===== src/logic/mipsPkg.sv =====
package mipsPkg;

    localparam int dataWidth = 32;
    localparam int imemDepth = 256;
    localparam int dmemDepth = 256;
    localparam int imemAddrWidth = $clog2(imemDepth);
    localparam int dmemAddrWidth = $clog2(dmemDepth);
    localparam int regAddrWidth = 5;
    localparam logic [regAddrWidth-1:0] linkReg = 5'd31;  // jal target register

    //////////////////// opcodes
    localparam logic [5:0] opR = 6'b000000;
    localparam logic [5:0] opMul = 6'b011100;   // special2
    localparam logic [5:0] opLw = 6'b100011;
    localparam logic [5:0] opLb = 6'b100000;
    localparam logic [5:0] opLh = 6'b100001;
    localparam logic [5:0] opSw = 6'b101011;
    localparam logic [5:0] opSb = 6'b101000;
    localparam logic [5:0] opSh = 6'b101001;
    localparam logic [5:0] opAddi = 6'b001000;
    localparam logic [5:0] opAndi = 6'b001100;
    localparam logic [5:0] opOri = 6'b001101;
    localparam logic [5:0] opXori = 6'b001110;
    localparam logic [5:0] opSlti = 6'b001010;
    localparam logic [5:0] opBeq = 6'b000100;
    localparam logic [5:0] opBne = 6'b000101;
    localparam logic [5:0] opRegImm = 6'b000001;  // bgez, bltz
    localparam logic [5:0] opBgtz = 6'b000111;
    localparam logic [5:0] opBlez = 6'b000110;
    localparam logic [5:0] opJ = 6'b000010;
    localparam logic [5:0] opJal = 6'b000011;

    //////////////////// function field
    localparam logic [5:0] fnSll = 6'b000000;
    localparam logic [5:0] fnSrl = 6'b000010;
    localparam logic [5:0] fnJr = 6'b001000;
    localparam logic [5:0] fnAdd = 6'b100000;
    localparam logic [5:0] fnSub = 6'b100010;
    localparam logic [5:0] fnAnd = 6'b100100;
    localparam logic [5:0] fnOr = 6'b100101;
    localparam logic [5:0] fnXor = 6'b100110;
    localparam logic [5:0] fnNor = 6'b100111;
    localparam logic [5:0] fnSlt = 6'b101010;
    localparam logic [5:0] fnMul = 6'b000010;   // under opMul only

    // rt field selects the regimm branch
    localparam logic [4:0] rtBltz = 5'b00000;
    localparam logic [4:0] rtBgez = 5'b00001;

    typedef enum logic [4:0] {
        aluNop    = 5'b00000,
        aluAdd    = 5'b00001,
        aluSub    = 5'b00010,
        aluMul    = 5'b00011,
        aluSll    = 5'b00100,
        aluSrl    = 5'b00101,
        aluAnd    = 5'b00110,
        aluOr     = 5'b00111,
        aluXor    = 5'b01000,
        aluCmpGez = 5'b01011,
        aluCmpEq  = 5'b01100,
        aluNor    = 5'b01101,
        aluSlt    = 5'b01110,
        aluCmpNe  = 5'b01111,
        aluCmpGtz = 5'b10000,
        aluCmpLez = 5'b10001,
        aluCmpLtz = 5'b10010
    } aluOp_t;

    typedef enum logic [1:0] {
        memNone = 2'b00,
        memWord = 2'b01,
        memHalf = 2'b10,
        memByte = 2'b11
    } memSize_t;

    typedef struct packed {
        logic regWrite;
        logic aluSrc;       // b is the immediate
        logic regDst;       // rd instead of rt
        logic memToReg;
        logic jump;
        logic jr;
        logic jal;
        logic shift;        // a is shamt
        aluOp_t aluOp;
        memSize_t memRead;
        memSize_t memWrite;
    } ctrl_t;

    typedef struct packed {
        logic [dataWidth-1:0] pc;
        logic regWe;
        logic [regAddrWidth-1:0] regAddr;
        logic [dataWidth-1:0] regData;
        logic memWe;
        memSize_t memSize;
        logic [dataWidth-1:0] memAddr;
        logic [dataWidth-1:0] memData;
    } retire_t;

endpackage


===== src/logic/alu.sv =====
`timescale 1ns/1ps

module alu import mipsPkg::*; (
    input  logic [dataWidth-1:0] a,
    input  logic [dataWidth-1:0] b,
    input  aluOp_t aluOp,
    output logic [dataWidth-1:0] result,
    output logic gt,
    output logic lt,
    output logic eq
);

    logic zeroCompare;
    logic signed [dataWidth-1:0] cmpA;
    logic signed [dataWidth-1:0] cmpB;

    // single-operand branches test a against zero
    assign zeroCompare = aluOp inside {aluCmpGez, aluCmpLtz, aluCmpGtz, aluCmpLez};

    assign cmpA = a;
    assign cmpB = zeroCompare ? '0 : b;

    assign gt = cmpA > cmpB;
    assign lt = cmpA < cmpB;
    assign eq = cmpA == cmpB;

    always_comb begin
        case (aluOp)
            aluAdd: result = a + b;
            aluSub: result = a - b;
            aluMul: result = a * b;             // low word only
            aluSll: result = b << a[4:0];
            aluSrl: result = b >> a[4:0];
            aluAnd: result = a & b;
            aluOr: result = a | b;
            aluXor: result = a ^ b;
            aluNor: result = ~(a | b);
            aluSlt: result = {{(dataWidth-1){1'b0}}, lt};
            default: result = '0;               // nop and branch compares
        endcase
    end

endmodule


===== config.mk =====
export PLATFORM = sky130hd
export DESIGN_NAME = alu
export DESIGN_NICKNAME = d
export VERILOG_FILES = /design/src/logic/mipsPkg.sv /design/src/logic/alu.sv
export SDC_FILE = /design/constraint.sdc
export NUM_CORES = 2
export LEC_CHECK = 0
export ABC_AREA = 1
export ABC_CLOCK_PERIOD_IN_PS = 8900
export BUFFER_PORTS_ARGS = -buffer_cell sky130_fd_sc_hd__buf_2
export CAP_MARGIN = 30
export CORE_MARGIN = 4
export CORE_UTILIZATION = 60
export DETAILED_ROUTE_END_ITERATION = 10
export GPL_TIMING_DRIVEN = 0
export PLACE_DENSITY = 0.78
export SYNTH_ARGS = -nofsm -noshare
export SYNTH_HDL_FRONTEND = slang
export SYNTH_SLANG_ARGS = --single-unit

===== constraint.sdc =====
create_clock -name vclk -period 8.9
set_clock_uncertainty 0.2 [all_clocks]
set_input_delay 0.89 -clock vclk [all_inputs]
set_output_delay 0.89 -clock vclk [all_outputs]
set_load 0.005 [all_outputs]

==> results.ini <==
[grt]
antenna_found_initial=8
track_usage=0.5221
grt_max_degree=26
grt_pass1_wl_um=172600
grt_overflow=0
grt_pass1_vias=27260

[sta]
worst_pin_slew_ns=1.091
rsz0062_at_grt=true
setup_viol=3
fmax_mhz=111.4
finalHoldViolations=0
relSlewSlack=0.2633
tns_ns=-0.1478
drv_slew=0
finalCritPeriodShare=1.008
final.min_clock_period_ns=8.973
setup_ws_ns=-0.07314

[routing]
drt_first_pass_iters=10
drt-wirelength-per-cell_um=27.45
first_iter_violations=4936
drc=0
ant_nets=0
vias_per_cell=6.386
wl_um=121700
num_vias=28310

[worst_hold_path]
hp-class=input port to primary output

[setup_path]
cp-start-kind=input port
critPathLaunch=a[14]
endpoint_kind=primary output
critPathCapture=result[29]
crit_type=input port to primary output
critPathMaxFanout=10
worst_ep_arrival_time_ns=7.88
required_ns=7.81

[synthesis]
synth_nets=4537
synth_cell_types=59
yosysTopAreaCell=fa_1
synth_common_cells=nand2_1 (1034), inv_1 (919), fa_1 (409), ha_1 (251), o21ai_0 (200)
netlist_instances=3808
ys_seq_area_frac=0
syn_avg_cell_area_sq_um=6.609
yosysTopAreaCellShare=0.3253
yosysWarningCount=0
synthTopCellsByArea=fa_1 (33%), nand2_1 (15%), inv_1 (14%), ha_1 (12%), o21ai_0 (4.0%)
syn-cell-area_sq_um=25170
yosysMostFrequentCell=nand2_1

[die]
ios=104
rows=74
die_w_um=212.8
dieArea_sq_um=45290
coreArea_sq_um=41110
die_h_um=212.8
floorplan.initialDensity=0.6122

[finish]
nClkBuffers=0
areaGrowthSynthToFinish_pct=9.461
drive_above_1_share=0.08930
fin_nets=4628
n_sequential_cell=0
regArea_sq_um=0
design_area_sq_um=27550

[place]
io_buffers=104
post_dp_cell_area_sq_um=26400
place_congestion=1.164
place_hpwl_um=99390

[outcome]
status=finished, violations left
violations=setup timing

[run]
drv_cap=0

[through the flow]
step | hold slack (ns) | std cells | worst slack (ns) | utilization
2_1_floorplan | 1.774 | 3808 | 0.6633 | -
3_3_place_gp | 2.042 | 4444 | -1.823 | 0.6410
3_5_place_dp | 2.036 | 4449 | -1.831 | 0.6423
4_1_cts | 2.040 | 4429 | 0.007643 | 0.6594
5_1_grt | 2.085 | 4430 | -0.08437 | 0.6699
6_report | 2.044 | 4433 | -0.07314 | 0.6701
[cell families (layout without fill, tap and decap cells)]
family                     count (synthesis)  in the layout  share of synthesized area
and+or+nand+nor                         1410           1410                     0.2270
muxes                                     15             15                   0.005966
adders and majority gates                660            660                     0.4501
other                                      0              4                          0
AOI/OAI and AO/OA                        550            550                     0.1281
buffers and inverters                   1121           1210                     0.1707
xor gates and xnor gates                  52             52                    0.01810
[cell usage in the layout (no fill, tap or decap), types with 39 or more instances in the layout]
master	instances
nand2_1	1029
inv_1	917
fa_1	404
ha_1	237
o21ai_0	191
a21oi_1	164
nor2_1	155
nand3_1	107
buf_2	103
xor2_1	41
buf_4	40
clkbuf_1	39
[worst max-delay path, cell delays in order]
cell and delay (ns):
buf_2 0.21, buf_8 0.21, buf_8 0.21, nand2_1 0.12, inv_1 0.11, fa_1 0.45
fa_1 0.50, fa_1 0.53, inv_1 0.06, fa_1 0.48, inv_1 0.06, fa_1 0.49
fa_1 0.51, fa_1 0.54, fa_1 0.43, ha_2 0.44, nand2_2 0.12, nor2_4 0.14
inv_2 0.06, nor3_4 0.23, nand4_1 0.16, nand3_2 0.15, a21o_1 0.17, a21oi_1 0.10
o21ai_2 0.20, nand3_2 0.15, buf_6 0.15
[timing repair]
action,4_1_cts,5_1_grt
gates resized for setup,271,144
pin swaps,8,25
hold buffers,0,0
setup buffers,3,7
endpoints found under the setup margin,22,19
[layout make-up]
type | count | area [sq um]
antenna | 4 | 10.01
buffer | 164 | 1368
timing repair buffer | 120 | 739.5
inverter | 926 | 3476
multi-input combinational | 2687 | 21290
fill | 3524 | 13560
tap | 532 | 665.6
[layer usage]
metal / vias up / global-route usage / share of wire
met5: - / 0.008621 / 0.00075
met4: 10 / 0.3607 / 0.10
met3: 770 / 0.2385 / 0.19
met2: 2721 / 0.7014 / 0.38
met1: 13070 / 0.6651 / 0.33
li1: 11740 / - / -
[worst min path at each step]
stage                  start        end  slack (ns)  cells past startpoint
detailed placement  aluOp[3]  result[0]        2.04                      6
finish              aluOp[3]  result[0]        2.04                      6
global route        aluOp[3]  result[0]        2.09                      6
global placement    aluOp[3]  result[0]        2.04                      6
CTS                 aluOp[3]  result[0]        2.04                      6
floorplan           aluOp[3]  result[0]        1.77                      4
Power is left out: the tool's default activity adds up to more than one toggle a clock period on the data nets, which glitch-free logic cannot reach.
