$ cat config.mk
export PLATFORM = sky130hd
export DESIGN_NAME = controller
export DESIGN_NICKNAME = d
export VERILOG_FILES = /design/src/logic/mipsPkg.sv /design/src/logic/controller.sv
export SDC_FILE = /design/constraint.sdc
export NUM_CORES = 1
export LEC_CHECK = 0
export BUFFER_PORTS_ARGS = -buffer_cell sky130_fd_sc_hd__clkbuf_2
export CORE_MARGIN = 5
export CORE_UTILIZATION = 30
export DETAILED_ROUTE_END_ITERATION = 6
export MAX_ROUTING_LAYER = met4
export SLEW_MARGIN = 0
export SYNTH_ARGS = -nofsm -noshare
export SYNTH_HDL_FRONTEND = slang
export SYNTH_SLANG_ARGS = --single-unit
$ cat constraint.sdc
create_clock -name vclk -period 1.4
set_input_delay 0.14 -clock vclk [all_inputs]
set_output_delay 0.14 -clock vclk [all_outputs]
set_load 0.01 [all_outputs]
$ cat src/logic/mipsPkg.sv
package mipsPkg;

    localparam int dataWidth = 32;
    localparam int imemDepth = 256;
    localparam int dmemDepth = 256;
    localparam int imemAddrWidth = $clog2(imemDepth);
    localparam int dmemAddrWidth = $clog2(dmemDepth);
    localparam int regAddrWidth = 5;
    localparam logic [regAddrWidth-1:0] linkReg = 5'd31;  // jal target register

    //////////////////// opcodes
    localparam logic [5:0] opR = 6'b000000;
    localparam logic [5:0] opMul = 6'b011100;   // special2
    localparam logic [5:0] opLw = 6'b100011;
    localparam logic [5:0] opLb = 6'b100000;
    localparam logic [5:0] opLh = 6'b100001;
    localparam logic [5:0] opSw = 6'b101011;
    localparam logic [5:0] opSb = 6'b101000;
    localparam logic [5:0] opSh = 6'b101001;
    localparam logic [5:0] opAddi = 6'b001000;
    localparam logic [5:0] opAndi = 6'b001100;
    localparam logic [5:0] opOri = 6'b001101;
    localparam logic [5:0] opXori = 6'b001110;
    localparam logic [5:0] opSlti = 6'b001010;
    localparam logic [5:0] opBeq = 6'b000100;
    localparam logic [5:0] opBne = 6'b000101;
    localparam logic [5:0] opRegImm = 6'b000001;  // bgez, bltz
    localparam logic [5:0] opBgtz = 6'b000111;
    localparam logic [5:0] opBlez = 6'b000110;
    localparam logic [5:0] opJ = 6'b000010;
    localparam logic [5:0] opJal = 6'b000011;

    //////////////////// function field
    localparam logic [5:0] fnSll = 6'b000000;
    localparam logic [5:0] fnSrl = 6'b000010;
    localparam logic [5:0] fnJr = 6'b001000;
    localparam logic [5:0] fnAdd = 6'b100000;
    localparam logic [5:0] fnSub = 6'b100010;
    localparam logic [5:0] fnAnd = 6'b100100;
    localparam logic [5:0] fnOr = 6'b100101;
    localparam logic [5:0] fnXor = 6'b100110;
    localparam logic [5:0] fnNor = 6'b100111;
    localparam logic [5:0] fnSlt = 6'b101010;
    localparam logic [5:0] fnMul = 6'b000010;   // under opMul only

    // rt field selects the regimm branch
    localparam logic [4:0] rtBltz = 5'b00000;
    localparam logic [4:0] rtBgez = 5'b00001;

    typedef enum logic [4:0] {
        aluNop    = 5'b00000,
        aluAdd    = 5'b00001,
        aluSub    = 5'b00010,
        aluMul    = 5'b00011,
        aluSll    = 5'b00100,
        aluSrl    = 5'b00101,
        aluAnd    = 5'b00110,
        aluOr     = 5'b00111,
        aluXor    = 5'b01000,
        aluCmpGez = 5'b01011,
        aluCmpEq  = 5'b01100,
        aluNor    = 5'b01101,
        aluSlt    = 5'b01110,
        aluCmpNe  = 5'b01111,
        aluCmpGtz = 5'b10000,
        aluCmpLez = 5'b10001,
        aluCmpLtz = 5'b10010
    } aluOp_t;

    typedef enum logic [1:0] {
        memNone = 2'b00,
        memWord = 2'b01,
        memHalf = 2'b10,
        memByte = 2'b11
    } memSize_t;

    typedef struct packed {
        logic regWrite;
        logic aluSrc;       // b is the immediate
        logic regDst;       // rd instead of rt
        logic memToReg;
        logic jump;
        logic jr;
        logic jal;
        logic shift;        // a is shamt
        aluOp_t aluOp;
        memSize_t memRead;
        memSize_t memWrite;
    } ctrl_t;

    typedef struct packed {
        logic [dataWidth-1:0] pc;
        logic regWe;
        logic [regAddrWidth-1:0] regAddr;
        logic [dataWidth-1:0] regData;
        logic memWe;
        memSize_t memSize;
        logic [dataWidth-1:0] memAddr;
        logic [dataWidth-1:0] memData;
    } retire_t;

endpackage

$ cat src/logic/controller.sv
`timescale 1ns/1ps

module controller import mipsPkg::*; (
    input  logic [dataWidth-1:0] instruction,
    input  logic gt,
    input  logic lt,
    input  logic eq,
    output ctrl_t ctrl,
    output logic branchTaken
);

    logic [5:0] opcode;
    logic [5:0] funct;
    logic [4:0] rt;

    assign opcode = instruction[31:26];
    assign funct = instruction[5:0];
    assign rt = instruction[20:16];

    function automatic ctrl_t rType(aluOp_t op);
        ctrl_t c;
        c = '0;
        c.regWrite = 1'b1;
        c.regDst = 1'b1;
        c.aluOp = op;
        return c;
    endfunction

    function automatic ctrl_t immType(aluOp_t op);
        ctrl_t c;
        c = '0;
        c.regWrite = 1'b1;
        c.aluSrc = 1'b1;
        c.aluOp = op;
        return c;
    endfunction

    function automatic ctrl_t loadType(memSize_t size);
        ctrl_t c;
        c = immType(aluAdd);    // add to get address
        c.memToReg = 1'b1;
        c.memRead = size;
        return c;
    endfunction

    function automatic ctrl_t storeType(memSize_t size);
        ctrl_t c;
        c = '0;
        c.aluSrc = 1'b1;
        c.aluOp = aluAdd;
        c.memWrite = size;
        return c;
    endfunction

    ////////////////////
    // main decode
    always_comb begin
        ctrl = '0;              // unknown encodings retire as no-ops
        case (opcode)
            opR: begin
                case (funct)
                    fnSll: begin
                        ctrl = rType(aluSll);
                        ctrl.shift = 1'b1;
                    end
                    fnSrl: begin
                        ctrl = rType(aluSrl);
                        ctrl.shift = 1'b1;
                    end
                    fnJr: ctrl.jr = 1'b1;
                    fnAdd: ctrl = rType(aluAdd);
                    fnSub: ctrl = rType(aluSub);
                    fnAnd: ctrl = rType(aluAnd);
                    fnOr: ctrl = rType(aluOr);
                    fnXor: ctrl = rType(aluXor);
                    fnNor: ctrl = rType(aluNor);
                    fnSlt: ctrl = rType(aluSlt);
                    default: ;
                endcase
            end
            opMul: if (funct == fnMul) ctrl = rType(aluMul);
            opLw: ctrl = loadType(memWord);
            opLh: ctrl = loadType(memHalf);
            opLb: ctrl = loadType(memByte);
            opSw: ctrl = storeType(memWord);
            opSh: ctrl = storeType(memHalf);
            opSb: ctrl = storeType(memByte);
            opAddi: ctrl = immType(aluAdd);
            opAndi: ctrl = immType(aluAnd);
            opOri: ctrl = immType(aluOr);
            opXori: ctrl = immType(aluXor);
            opSlti: ctrl = immType(aluSlt);
            opBeq: ctrl.aluOp = aluCmpEq;
            opBne: ctrl.aluOp = aluCmpNe;
            opRegImm: begin
                if (rt == rtBgez) ctrl.aluOp = aluCmpGez;
                else if (rt == rtBltz) ctrl.aluOp = aluCmpLtz;
            end
            opBgtz: ctrl.aluOp = aluCmpGtz;
            opBlez: ctrl.aluOp = aluCmpLez;
            opJ: ctrl.jump = 1'b1;
            opJal: begin
                ctrl.regWrite = 1'b1;
                ctrl.jump = 1'b1;
                ctrl.jal = 1'b1;
            end
            default: ;
        endcase
    end

    ////////////////////
    // branch resolution from the alu flags
    always_comb begin
        branchTaken = 1'b0;
        case (opcode)
            opBeq: branchTaken = eq;
            opBne: branchTaken = !eq;
            opRegImm: begin
                if (rt == rtBgez) branchTaken = gt | eq;
                else if (rt == rtBltz) branchTaken = lt;
            end
            opBgtz: branchTaken = gt;
            opBlez: branchTaken = lt | eq;
            default: ;
        endcase
    end

endmodule

==> reports/qor.csv <==
metric,value,unit
synth_area_leaders,"nand2_1 7.1%, nor4_4 6.7%, nor2_1 5.9%, nand2b_1 4.9%, a21oi_1 4.7%",
ctsHoldBuffers,0,
syn_inst,101,
num_rows,16,
dieHeight,56.1,µm
avgSynthCellArea,6.32,µm²
nets,191,
fin_ws,-62.4,ps
vdd_ir_drop_max,116,µV
p_switching,142,µW
grt_pass1_vias,907,
postLayoutCoreUtil,55.1,%
nFlopsAndLatches,0,
routed_wl,2.52,mm
start_util,31.9,%
p_sw_share,52.8,%
io_buffers,38,
critPathLaunchType,primary input,
p_seq_share,0,%
comb_power_share,100.0,%
dieArea,3150,µm²
antenna_found_initial,0,
crit_path_end_kind,primary output,
firstDrtPassIters,4,
final_hold_viol_count,0,
yosysWarningCount,0,
synth_common_cells,"12 x nand2_1, 10 x nor2_1, 6 x a21oi_1",
power-per-cell-area,245,nW/µm²
synth_cell_type_count,39,
diodes,0,
setup_tns,-177,ps
place_ws,-159,ps
syn_nets,136,
synth_top_area_share,7.06,%
crit_path_max_fanout,5,
ioPinCount,53,
maxSlewHeadroom,75.0,%
p_int,127,µW
clkPwrFrac,0,%
cp.required,1260,ps
drc,0,
drv_slew,0,
grt_pass1_wl,3.97,mm
post-route-min-period,1460,ps
rsz0062_at_grt,true,
seqCellArea,0,µm²
critPathArrivalTime,1320,ps
grt_remaining_overflow,0,
instances_no_fill,181,
worstSetupPathType,primary input to primary output,
drtIter0Drc,18,
final_area,1100,µm²
synth.largest_area_cell,nand2_1,
tightest_slew,372,ps
ant_nets,0,
core,2000,µm²
p_leak,0.470,nW
dpl.hpwl,1.95,mm
worstHoldStart,instruction[16],
dp.cells,180,
nClkBuffers,0,
power,270,µW
num_vias,1000,
grt_usage,14.9,%
whs,676,ps
synth.most_common_cell,nand2_1,
gp_congestion,0.848,
fmax,0.684,GHz
drive_gt1_share,52.6,%
area_growth,72.7,%
hp-class,primary input to primary output,
syn-cell-area,638,µm²
routedWlPerCell,13.9,µm
failed_checks,setup timing,
synth-seq-area-share,0,%
setup_violations,5,
maxCapViolations,0,
setup.worst_path.end,ctrl[7],
period_share,104,%
grt_max_degree,17,
fp.dieW,56.1,µm
status,finished with violations,
placed_cell_area,991,µm²
vias_per_cell,5.52,
critical_path.startpoint,instruction[31],
layout by cell type (no fill, tap or decap), types with 2 or more instances in the layout:
| cell type | netlist | layout |
|---|---|---|
| nand2b_1 | 5 | 5 |
| buf_2 | 5 | 6 |
| xor2_1 | 2 | 2 |
| a21oi_1 | 6 | 6 |
| nor2_1 | 10 | 8 |
| nor3b_1 | 3 | 2 |
| nand3_1 | 5 | 4 |
| nor3_2 | 0 | 2 |
| nand2_1 | 12 | 12 |
| a211oi_2 | 0 | 2 |
| o32ai_1 | 2 | 2 |
| buf_4 | 1 | 25 |
| nand3b_1 | 2 | 2 |
| o21ai_0 | 3 | 3 |
| clkbuf_2 | 0 | 29 |
| or3_1 | 3 | 2 |
| inv_1 | 2 | 2 |
| nor4_1 | 2 | 2 |
| or3b_4 | 1 | 2 |
| nor4b_2 | 0 | 2 |
| nor4_4 | 2 | 2 |
| o211ai_1 | 3 | 3 |
| a311oi_1 | 3 | 2 |
| a211o_1 | 2 | 2 |
worst max-delay path, cell delays in order:
cell       delay (ps)
clkbuf_16         130
or3_4             380
or3_1             310
o211ai_1          190
buf_2             170
power by group through the flow:
stage	Combinational, mW	Clock, mW	Sequential [mW]
6_report	0.270	0	0
5_1_grt	0.292	0	0
4_1_cts	0.254	0	0
3_5_place_dp	0.239	0	0
3_3_place_gp	0.234	0	0
2_1_floorplan	0.122	0	0
kinds of logic (layout without fill, tap and decap cells):
logic type,count (synthesis),in the layout,share of synthesized area [%]
compound gates,29,29,32.4
buf+inv,11,64,8.04
xor+xnor,2,2,2.75
simple gates,59,59,56.9
how the worst min path moves through the flow:
stage | to | cells past startpoint
6_report | ctrl[8] | 5
5_1_grt | ctrl[11] | 4
4_1_cts | ctrl[8] | 5
3_5_place_dp | ctrl[8] | 5
3_3_place_gp | ctrl[8] | 5
2_1_floorplan | ctrl[11] | 1
cell type report:
type                       instances  area [µm²]
tap                               27        33.8
timing repair buffer              62         399
inverter                           2        7.51
fill                             205         900
multi-input combinational         90         662
what timing repair did:
action | in CTS | in global routing
setup endpoints to repair | 10 | 12
gates resized for setup | 10 | 18
buffers inserted | 1 | 0
pin swaps | 4 | 8
per-layer routing:
| metal | wire [µm] | up-vias | global-route usage, % |
|---|---|---|---|
| li1 | - | 499 | - |
| met1 | 1160 | 475 | 19.5 |
| met2 | 1280 | 26 | 26.5 |
| met3 | 92 | 0 | 0.928 |
| met4 | 0 | 0 | 0 |
| met5 | 0 | - | - |
No activity file was read; power rests on OpenSTA's default activity.
