**config.mk**
```make
export PLATFORM = sky130hd
export DESIGN_NAME = pcUnit
export DESIGN_NICKNAME = d
export VERILOG_FILES = /design/src/logic/mipsPkg.sv /design/src/logic/pcUnit.sv
export SDC_FILE = /design/constraint.sdc
export NUM_CORES = 1
export LEC_CHECK = 0
export BUFFER_PORTS_ARGS = -buffer_cell sky130_fd_sc_hd__buf_2
export CAP_MARGIN = 25
export CELL_PAD_IN_SITES_DETAIL_PLACEMENT = 1
export CELL_PAD_IN_SITES_GLOBAL_PLACEMENT = 1
export CORE_MARGIN = 2
export CORE_UTILIZATION = 37
export DETAILED_ROUTE_END_ITERATION = 16
export GPL_ROUTABILITY_DRIVEN = 0
export GPL_TIMING_DRIVEN = 1
export HOLD_SLACK_MARGIN = 0.06
export PLACE_DENSITY = 0.83
export SLEW_MARGIN = 15
export SYNTH_ARGS = -nofsm -noshare
export SYNTH_HDL_FRONTEND = slang
export SYNTH_SLANG_ARGS = --single-unit
```
**constraint.sdc**
```tcl
create_clock -name clk -period 4.1 [get_ports clk]
set_input_delay 0.82 -clock clk [delete_from_list [all_inputs] [get_ports clk]]
set_output_delay 0.82 -clock clk [all_outputs]
set_load 0.005 [all_outputs]
```
**src/logic/mipsPkg.sv**
```systemverilog
package mipsPkg;

    localparam int dataWidth = 32;
    localparam int imemDepth = 256;
    localparam int dmemDepth = 256;
    localparam int imemAddrWidth = $clog2(imemDepth);
    localparam int dmemAddrWidth = $clog2(dmemDepth);
    localparam int regAddrWidth = 5;
    localparam logic [regAddrWidth-1:0] linkReg = 5'd31;  // jal target register

    //////////////////// opcodes
    localparam logic [5:0] opR = 6'b000000;
    localparam logic [5:0] opMul = 6'b011100;   // special2
    localparam logic [5:0] opLw = 6'b100011;
    localparam logic [5:0] opLb = 6'b100000;
    localparam logic [5:0] opLh = 6'b100001;
    localparam logic [5:0] opSw = 6'b101011;
    localparam logic [5:0] opSb = 6'b101000;
    localparam logic [5:0] opSh = 6'b101001;
    localparam logic [5:0] opAddi = 6'b001000;
    localparam logic [5:0] opAndi = 6'b001100;
    localparam logic [5:0] opOri = 6'b001101;
    localparam logic [5:0] opXori = 6'b001110;
    localparam logic [5:0] opSlti = 6'b001010;
    localparam logic [5:0] opBeq = 6'b000100;
    localparam logic [5:0] opBne = 6'b000101;
    localparam logic [5:0] opRegImm = 6'b000001;  // bgez, bltz
    localparam logic [5:0] opBgtz = 6'b000111;
    localparam logic [5:0] opBlez = 6'b000110;
    localparam logic [5:0] opJ = 6'b000010;
    localparam logic [5:0] opJal = 6'b000011;

    //////////////////// function field
    localparam logic [5:0] fnSll = 6'b000000;
    localparam logic [5:0] fnSrl = 6'b000010;
    localparam logic [5:0] fnJr = 6'b001000;
    localparam logic [5:0] fnAdd = 6'b100000;
    localparam logic [5:0] fnSub = 6'b100010;
    localparam logic [5:0] fnAnd = 6'b100100;
    localparam logic [5:0] fnOr = 6'b100101;
    localparam logic [5:0] fnXor = 6'b100110;
    localparam logic [5:0] fnNor = 6'b100111;
    localparam logic [5:0] fnSlt = 6'b101010;
    localparam logic [5:0] fnMul = 6'b000010;   // under opMul only

    // rt field selects the regimm branch
    localparam logic [4:0] rtBltz = 5'b00000;
    localparam logic [4:0] rtBgez = 5'b00001;

    typedef enum logic [4:0] {
        aluNop    = 5'b00000,
        aluAdd    = 5'b00001,
        aluSub    = 5'b00010,
        aluMul    = 5'b00011,
        aluSll    = 5'b00100,
        aluSrl    = 5'b00101,
        aluAnd    = 5'b00110,
        aluOr     = 5'b00111,
        aluXor    = 5'b01000,
        aluCmpGez = 5'b01011,
        aluCmpEq  = 5'b01100,
        aluNor    = 5'b01101,
        aluSlt    = 5'b01110,
        aluCmpNe  = 5'b01111,
        aluCmpGtz = 5'b10000,
        aluCmpLez = 5'b10001,
        aluCmpLtz = 5'b10010
    } aluOp_t;

    typedef enum logic [1:0] {
        memNone = 2'b00,
        memWord = 2'b01,
        memHalf = 2'b10,
        memByte = 2'b11
    } memSize_t;

    typedef struct packed {
        logic regWrite;
        logic aluSrc;       // b is the immediate
        logic regDst;       // rd instead of rt
        logic memToReg;
        logic jump;
        logic jr;
        logic jal;
        logic shift;        // a is shamt
        aluOp_t aluOp;
        memSize_t memRead;
        memSize_t memWrite;
    } ctrl_t;

    typedef struct packed {
        logic [dataWidth-1:0] pc;
        logic regWe;
        logic [regAddrWidth-1:0] regAddr;
        logic [dataWidth-1:0] regData;
        logic memWe;
        memSize_t memSize;
        logic [dataWidth-1:0] memAddr;
        logic [dataWidth-1:0] memData;
    } retire_t;

endpackage

```
**src/logic/pcUnit.sv**
```systemverilog
`timescale 1ns/1ps

module pcUnit import mipsPkg::*; (
    input  logic clk,
    input  logic reset,
    input  logic [dataWidth-1:0] instruction,
    input  logic [dataWidth-1:0] rsValue,
    input  logic branchTaken,
    input  logic jump,
    input  logic jr,
    output logic [dataWidth-1:0] pc,
    output logic [dataWidth-1:0] pcPlus4
);

    logic [dataWidth-1:0] branchOffset;
    logic [dataWidth-1:0] branchTarget;
    logic [dataWidth-1:0] jumpTarget;
    logic [dataWidth-1:0] nextPc;

    assign pcPlus4 = pc + 32'd4;
    assign branchOffset = {{(dataWidth-18){instruction[15]}}, instruction[15:0], 2'b00};
    assign branchTarget = pcPlus4 + branchOffset;
    assign jumpTarget = {pcPlus4[31:28], instruction[25:0], 2'b00};   // region of pc+4

    always_comb begin
        if (jr) nextPc = rsValue;
        else if (jump) nextPc = jumpTarget;
        else if (branchTaken) nextPc = branchTarget;
        else nextPc = pcPlus4;
    end

    always_ff @(posedge clk) begin
        if (reset) pc <= '0;
        else pc <= nextPc;
    end

endmodule

```
==> results of run 1 <==
-- metal layers --
metal	GRT usage, %	share of wire [%]
met5	0	0
met4	5.94	1.6
met3	3.83	4.1
met2	43.8	49
met1	31.2	45
-- per-stage QoR --
step	instances	total power [mW]
2_1_floorplan	514	0.775
3_3_place_gp	775	0.966
3_5_place_dp	775	0.987
4_1_cts	782	1.28
5_1_grt	783	1.38
6_report	783	1.28
-- cells in the final DEF (no fill, tap or decap), drive strengths merged, types with 12 or more instances in the layout --
master    n
o21ai    23
xnor2    23
a21o     32
ha       36
nor2     65
dfxtp    32
buf     147
and3     14
inv      12
nand2    41
a21oi    47
xor2     28
nand3    12
-- power groups by stage --
stage	Clock, mW	Sequential (mW)	Combinational, mW
2_1_floorplan	0	0.373	0.401
3_3_place_gp	0	0.373	0.593
3_5_place_dp	0	0.375	0.612
4_1_cts	0.292	0.368	0.619
5_1_grt	0.307	0.375	0.695
6_report	0.285	0.371	0.627
-- logic make-up after synthesis --
| kind of cell | Yosys count | share of synthesized area [%] |
|---|---|---|
| AO/OA/AOI/OAI | 181 | 32.0 |
| XOR/XNOR | 51 | 12.1 |
| adder cells (fa/ha/maj) | 37 | 12.0 |
| buffers and inverters | 34 | 3.53 |
| flip-flops | 32 | 16.3 |
| multiplexers | 7 | 1.78 |
| AND/OR/NAND/NOR | 172 | 22.3 |
-- synth_stat cells, types with 3 or more instances --
library cell / instances
xor2_2: 4
a211o_1: 5
o211ai_1: 10
and2_1: 3
nand2b_1: 8
clkbuf_1: 16
a21o_1: 32
nand3_1: 11
xnor2_1: 23
a311oi_1: 3
a211oi_1: 10
ha_1: 36
dfxtp_1: 32
o21ai_0: 18
o22ai_1: 5
and3_1: 12
nand2_1: 41
o21bai_1: 8
nand4_1: 9
o21a_1: 8
and4_1: 5
inv_1: 11
nor3_1: 3
o21ai_1: 4
buf_2: 3
mux2i_1: 7
a21oi_1: 45
xor2_1: 24
a221oi_1: 3
nor2_1: 61
-- worst max-delay path, stage by stage, from the launching register on --
cell and delay [ns]:
dfxtp_1 0.39, nand4_4 0.15, or3_4 0.45, or3_4 0.38, inv_2 0.08, nand2_1 0.08
xnor2_2 0.19, ha_1 0.36, a21o_1 0.13, a21o_1 0.17, nor4b_2 0.07, buf_4 0.14
o21a_1 0.23, or4_1 0.57, a31oi_2 0.23, xnor2_1 0.14, o21ai_1 0.07
-- area by class of cell --
cell class	count	area, um2
Fill cell	1358	5360
Multi-Input combinational cell	448	3210
Timing Repair Buffer	147	788
Sequential cell	32	647
Tap cell	136	170
Clock buffer	7	96.3
Inverter	13	48.8
-- worst paths after layout --
check / to / slack [ns] / depth (start not counted)
worst max-delay path: pc[31] / 0.16 / 16
worst min-delay path: pc[0] / 0.64 / 3
worst max register to register: pc[31] / 0.16 / 16
worst min register to register: pc[0] / 0.64 / 3
-- what timing repair did --
item,CTS,global route
gates resized for setup,0,16
endpoints found under the hold margin,0,0
setup endpoints to repair,0,4
setup buffers,0,1
==> metrics.md, run 1 <==
| Metric | Value |
|---|---|
| Status | finished clean |
| Worst Skew | 0.00959 ns |
| Synthesized area | 3940 um2 |
| Peak VDD IR | 0.125 mV |
| Die area | 11,500 um2 |
| Ys Warns | 0 |
| Final min period | 3.94 ns |
| CP Data Required Time | 4.28 ns |
| Class of the most critical setup path | register to register |
| H-tree Lvls | 2 |
| Final period utilization | 96.0% |
| CTS tree | yes |
| Top reg by flops | pc |
| # Max-Cap Violations | 0 |
| Sw power | 0.516 mW |
| Post-synthesis cell type count | 71 |
| Layout cells sized above 1 | 30.1% |
| Register area share after synthesis | 16.3% |
| Synthesized Nets | 620 |
| Leakage | 2.53 nW |
| Total gr overflow | 0 |
| Per-cell routed wire length | 18.5 um |
| Hold Crit Class | register to register |
| Die W | 107 um |
| Initial DRT Pass Iterations | 4 |
| Final max-slew violation count | 0 |
| Largest net degree at the start of global routing | 36 |
| Worst-path fanout max | 4 |
| Vias in the first global route | 4,665 |
| DRC Markers | 0 |
| Setup TNS | 0 ns |
| CTS Hold Bufs | 0 |
| Sw Share | 40.2% |
| # setup viols final | 0 |
| Gr usage total | 24.7% |
| Fin util | 48.1% |
| Clock Power Share | 22.2% |
| Clock-pin slew of the registers on the worst-case setup and hold paths | 0.08 ns |
| Inserted Clock Buffers | 5 |
| Slew margin rel. | 48.5% |
| IO Pins | 133 |
| Synth area leaders | dfxtp_1 (16%), ha_1 (11%), a21o_1 (6.1%) |
| Finished Cell Area | 4960 um2 |
| Number of flops mapped to enable cells by yosys | 0 |
| Port bufs | 126 |
| Antenna violations before repair | 0 |
| Area Growth Syn to Fin | 26.1% |
| Vias per inst | 5.72 |
| Syn avg cell area | 7.66 um2 |
| Worst min-delay path startpoint | pc[0] |
| Power per cell area | 258 nW/um2 |
| Post-synth ARST share | 0% |
| Die height | 107 um |
| Cells after Synth | 514 |
| Gate power share | 48.9% |
| Routed wire length | 14.5 mm |
| Most used flip-flop cell after synthesis | dfxtp_1 |
| Antenna cells | 0 |
| First DRT Iteration DRCs | 142 |
| Leading area contributor after synthesis | dfxtp_1 |
| Critical Path Start Type | register |
| Core Box Area | 10,300 um2 |
| Placement Setup Slack | 0.0416 ns |
| Maximum clock path buffer count | 2 |
| Worst skew pair latency | 0.29 ns |
| Max reg flops | 32 |
| Via Count | 4,479 |
| Reg2reg start | pc[6] |
| Final Hold Slack | 0.641 ns |
| Worst EP arrival | 4.12 ns |
| DP Wirelength | 11.3 mm |
| Placed cell area | 4800 um2 |
| Int Power | 0.767 mW |
| #FFs+latches synth | 32 |
| Clk sinks | 32 |
| Worst Setup SP | pc[6] |
| Root buf cell | clkbuf_8 |
| Biggest regs | pc (32) |
| # nets final | 753 |
| Placement row count | 37 |
| Synth top area share | 16.3% |
| Initial core utilization | 38.1% |
| Post-route antenna net violation count | 0 |
| Setup ws final | 0.164 ns |
| Final Hold Fails | 0 |
| First-pass GRT wire length | 22.9 mm |
| CP Capture Type | register |
| Fmax | 0.254 GHz |
| Slew @ Worst Pin | 0.770 ns |
| Reg power frac | 28.9% |
No activity file was read; power rests on OpenSTA's default activity.
==> run 2: changes to the inputs <==
- SETUP_SLACK_MARGIN: default -> 0.2
- SLEW_MARGIN: 15 -> default
==> run 2 against run 1 <==
Net effect:
- clock power barely moved
- combinational power up 4.6%
- fmax up 3.7%
- die area stayed put
- first-iteration DRC count up 29%
- sequential cell count is the same
- final cell count is 1.7% higher
- critical path type unchanged
==> metrics.md, run 2 (synthesis gave the netlist of run 1 again) <==
| Metric | Value |
|---|---|
| Final max-slew violation count | 0 (unchanged) |
| Worst skew pair latency | 0.30 ns (was 0.29 ns) |
| Vias in the first global route | 4,675 (was 4,665) |
| Root buf cell | clkbuf_8 (unchanged) |
| Vias per inst | 5.67 (was 5.72) |
| Critical Path Start Type | register (unchanged) |
| Setup TNS | 0 ns (unchanged) |
| Die area | 11,500 um2 (unchanged) |
| Die W | 107 um (unchanged) |
| First-pass GRT wire length | 23.2 mm (was 22.9 mm) |
| CTS Hold Bufs | 0 (unchanged) |
| IO Pins | 133 (unchanged) |
| Initial DRT Pass Iterations | 4 (unchanged) |
| Leakage | 2.64 nW (was 2.53 nW) |
| # Max-Cap Violations | 0 (unchanged) |
| DP Wirelength | 11.3 mm (unchanged) |
| Fill cells | 1,326 (was 1,358) |
| Top reg by flops | pc (unchanged) |
| Commonest cells after routing, fill and taps aside | buf_2 (126), nor2_1 (57), a21oi_1 (45) (was buf_2 (126), nor2_1 (59), a21oi_1 (45)) |
| CTS tree | yes (unchanged) |
| Setup ws final | 0.304 ns (was 0.164 ns) |
| Hold Crit Class | register to register (unchanged) |
| Total gr overflow | 0 (unchanged) |
| Die height | 107 um (unchanged) |
| H-tree Lvls | 2 (unchanged) |
| Slew margin rel. | 50.0% (was 48.5%) |
| # setup viols final | 0 (unchanged) |
| Placement row count | 37 (unchanged) |
| CP Capture Type | register (unchanged) |
| DRC Markers | 0 (unchanged) |
| CP Data Required Time | 4.29 ns (was 4.28 ns) |
| Layout cells sized above 1 | 34.8% (was 30.1%) |
| Final period utilization | 92.6% (was 96.0%) |
| Worst EP arrival | 3.98 ns (was 4.12 ns) |
| Largest net degree at the start of global routing | 36 (unchanged) |
| Worst Skew | 0.00891 ns (was 0.00959 ns) |
| # nets final | 766 (was 753) |
| Commonest non-fill, non-tap cell in the layout | buf_2 (unchanged) |
| Maximum clock path buffer count | 2 (unchanged) |
| Clock-pin slew of the registers on the worst-case setup and hold paths | 0.08 ns (about the same) |
| Peak VDD IR | 0.150 mV (was 0.125 mV) |
| Area Growth Syn to Fin | 32.7% (was 26.1%) |
| Power per cell area | 252 nW/um2 (was 258 nW/um2) |
| Pwr Total | 1.32 mW (was 1.28 mW) |
| Antenna cells | 0 (unchanged) |
| RSZ-0062 raised after global routing | true |
| Post-route antenna net violation count | 0 (unchanged) |
| Status | finished clean (unchanged) |
| Fin util | 50.6% (was 48.1%) |
| Slew @ Worst Pin | 0.748 ns (was 0.770 ns) |
| Routed wire length | 15.0 mm (was 14.5 mm) |
| Per-cell routed wire length | 18.9 um (was 18.5 um) |
| Core Box Area | 10,300 um2 (unchanged) |
| Final Hold Fails | 0 (unchanged) |
| Port bufs | 126 (unchanged) |
| Inserted Clock Buffers | 5 (unchanged) |
| First DRT Iteration DRCs | 183 (was 142) |
| Initial core utilization | 38.1% (unchanged) |
| Via Count | 4,510 (was 4,479) |
| Max reg flops | 32 (unchanged) |
| Finished Cell Area | 5220 um2 (was 4960 um2) |
| Final min period | 3.80 ns (was 3.94 ns) |
| Fmax | 0.263 GHz (was 0.254 GHz) |
| Biggest regs | pc (32) (unchanged) |
| Class of the most critical setup path | register to register (unchanged) |
| Clk sinks | 32 (unchanged) |
| Antenna violations before repair | 0 (unchanged) |
| Placed cell area | 4800 um2 (unchanged) |
| Placement Setup Slack | 0.0416 ns (unchanged) |
| Worst-path fanout max | 4 (unchanged) |
| Gr usage total | 25.0% (was 24.7%) |
## run 2: cell types whose count changed in the layout (fill, tap and decap cells not counted), moves of 3 or more
cell,change
buf_4,+13
dfxtp_1,-5
dfxtp_4,+5
ha_1,-5
ha_2,+3
xnor2_1,-3
## run 2: repair_timing
| item | in CTS | in global routing |
|---|---|---|
| gates resized for setup | 12 | 39 |
| pin swaps | 0 | 18 |
| buffers inserted | 0 | 14 |
| setup endpoints to repair | 2 | 7 |
## run 2: worst paths after layout
| path | cells past startpoint | slack, ns | end | startpoint |
|---|---|---|---|---|
| max | 17 | 0.30 | pc[31] | pc[11] |
| max reg2reg | 17 | 0.30 | pc[31] | pc[11] |
| min reg2reg | 3 | 0.63 | pc[0] | pc[0] |
| min | 3 | 0.63 | pc[0] | pc[0] |
## run 2: power by group
part / switching (mW) / internal (mW)
sequential: 0.0360 / 0.337
clock: 0.136 / 0.150
combinational: 0.360 / 0.297
## run 2: area by class of cell
cell class / count / area (um2) / share of cell area (%)
Sequential cell: 32 / 666 / 12.7
Clock buffer: 7 / 96.3 / 1.84
Multi-Input combinational cell: 448 / 3350 / 64.2
Timing Repair Buffer: 160 / 886 / 17.0
Inverter: 13 / 51.3 / 0.982
Tap cell: 136 / 170 / 3.26
## run 2: per-stage QoR
stage / hold WS (ns) / cells
3_5_place_dp: 0.612 / 775
3_3_place_gp: 0.596 / 775
4_1_cts: 0.649 / 782
2_1_floorplan: 0.608 / 514
5_1_grt: 0.690 / 796
6_report: 0.630 / 796
## run 2: layer usage
layer  GRT usage (%)  vias to the layer above  routed length [um]  part of all wire (%)
li1                -                     2193                   -                     -
met5               0                        -                   0                     0
met4            5.38                        0                 151                   1.0
met2            44.8                      119                7630                    51
met1            31.6                     2182                6510                    43
met3            3.65                       16                 750                   5.0
## run 2: critical path, stage by stage, from the launching register on
cell	delay [ns]
dfxtp_4	0.37
nand4_1	0.13
or3_4	0.40
or3_4	0.42
inv_4	0.08
nand2_4	0.06
xnor2_4	0.25
buf_4	0.15
ha_2	0.18
a21o_1	0.10
a21o_1	0.20
nor4b_4	0.07
buf_4	0.15
o21a_4	0.22
or4_4	0.55
a31oi_4	0.16
xnor2_1	0.14
o21ai_1	0.07
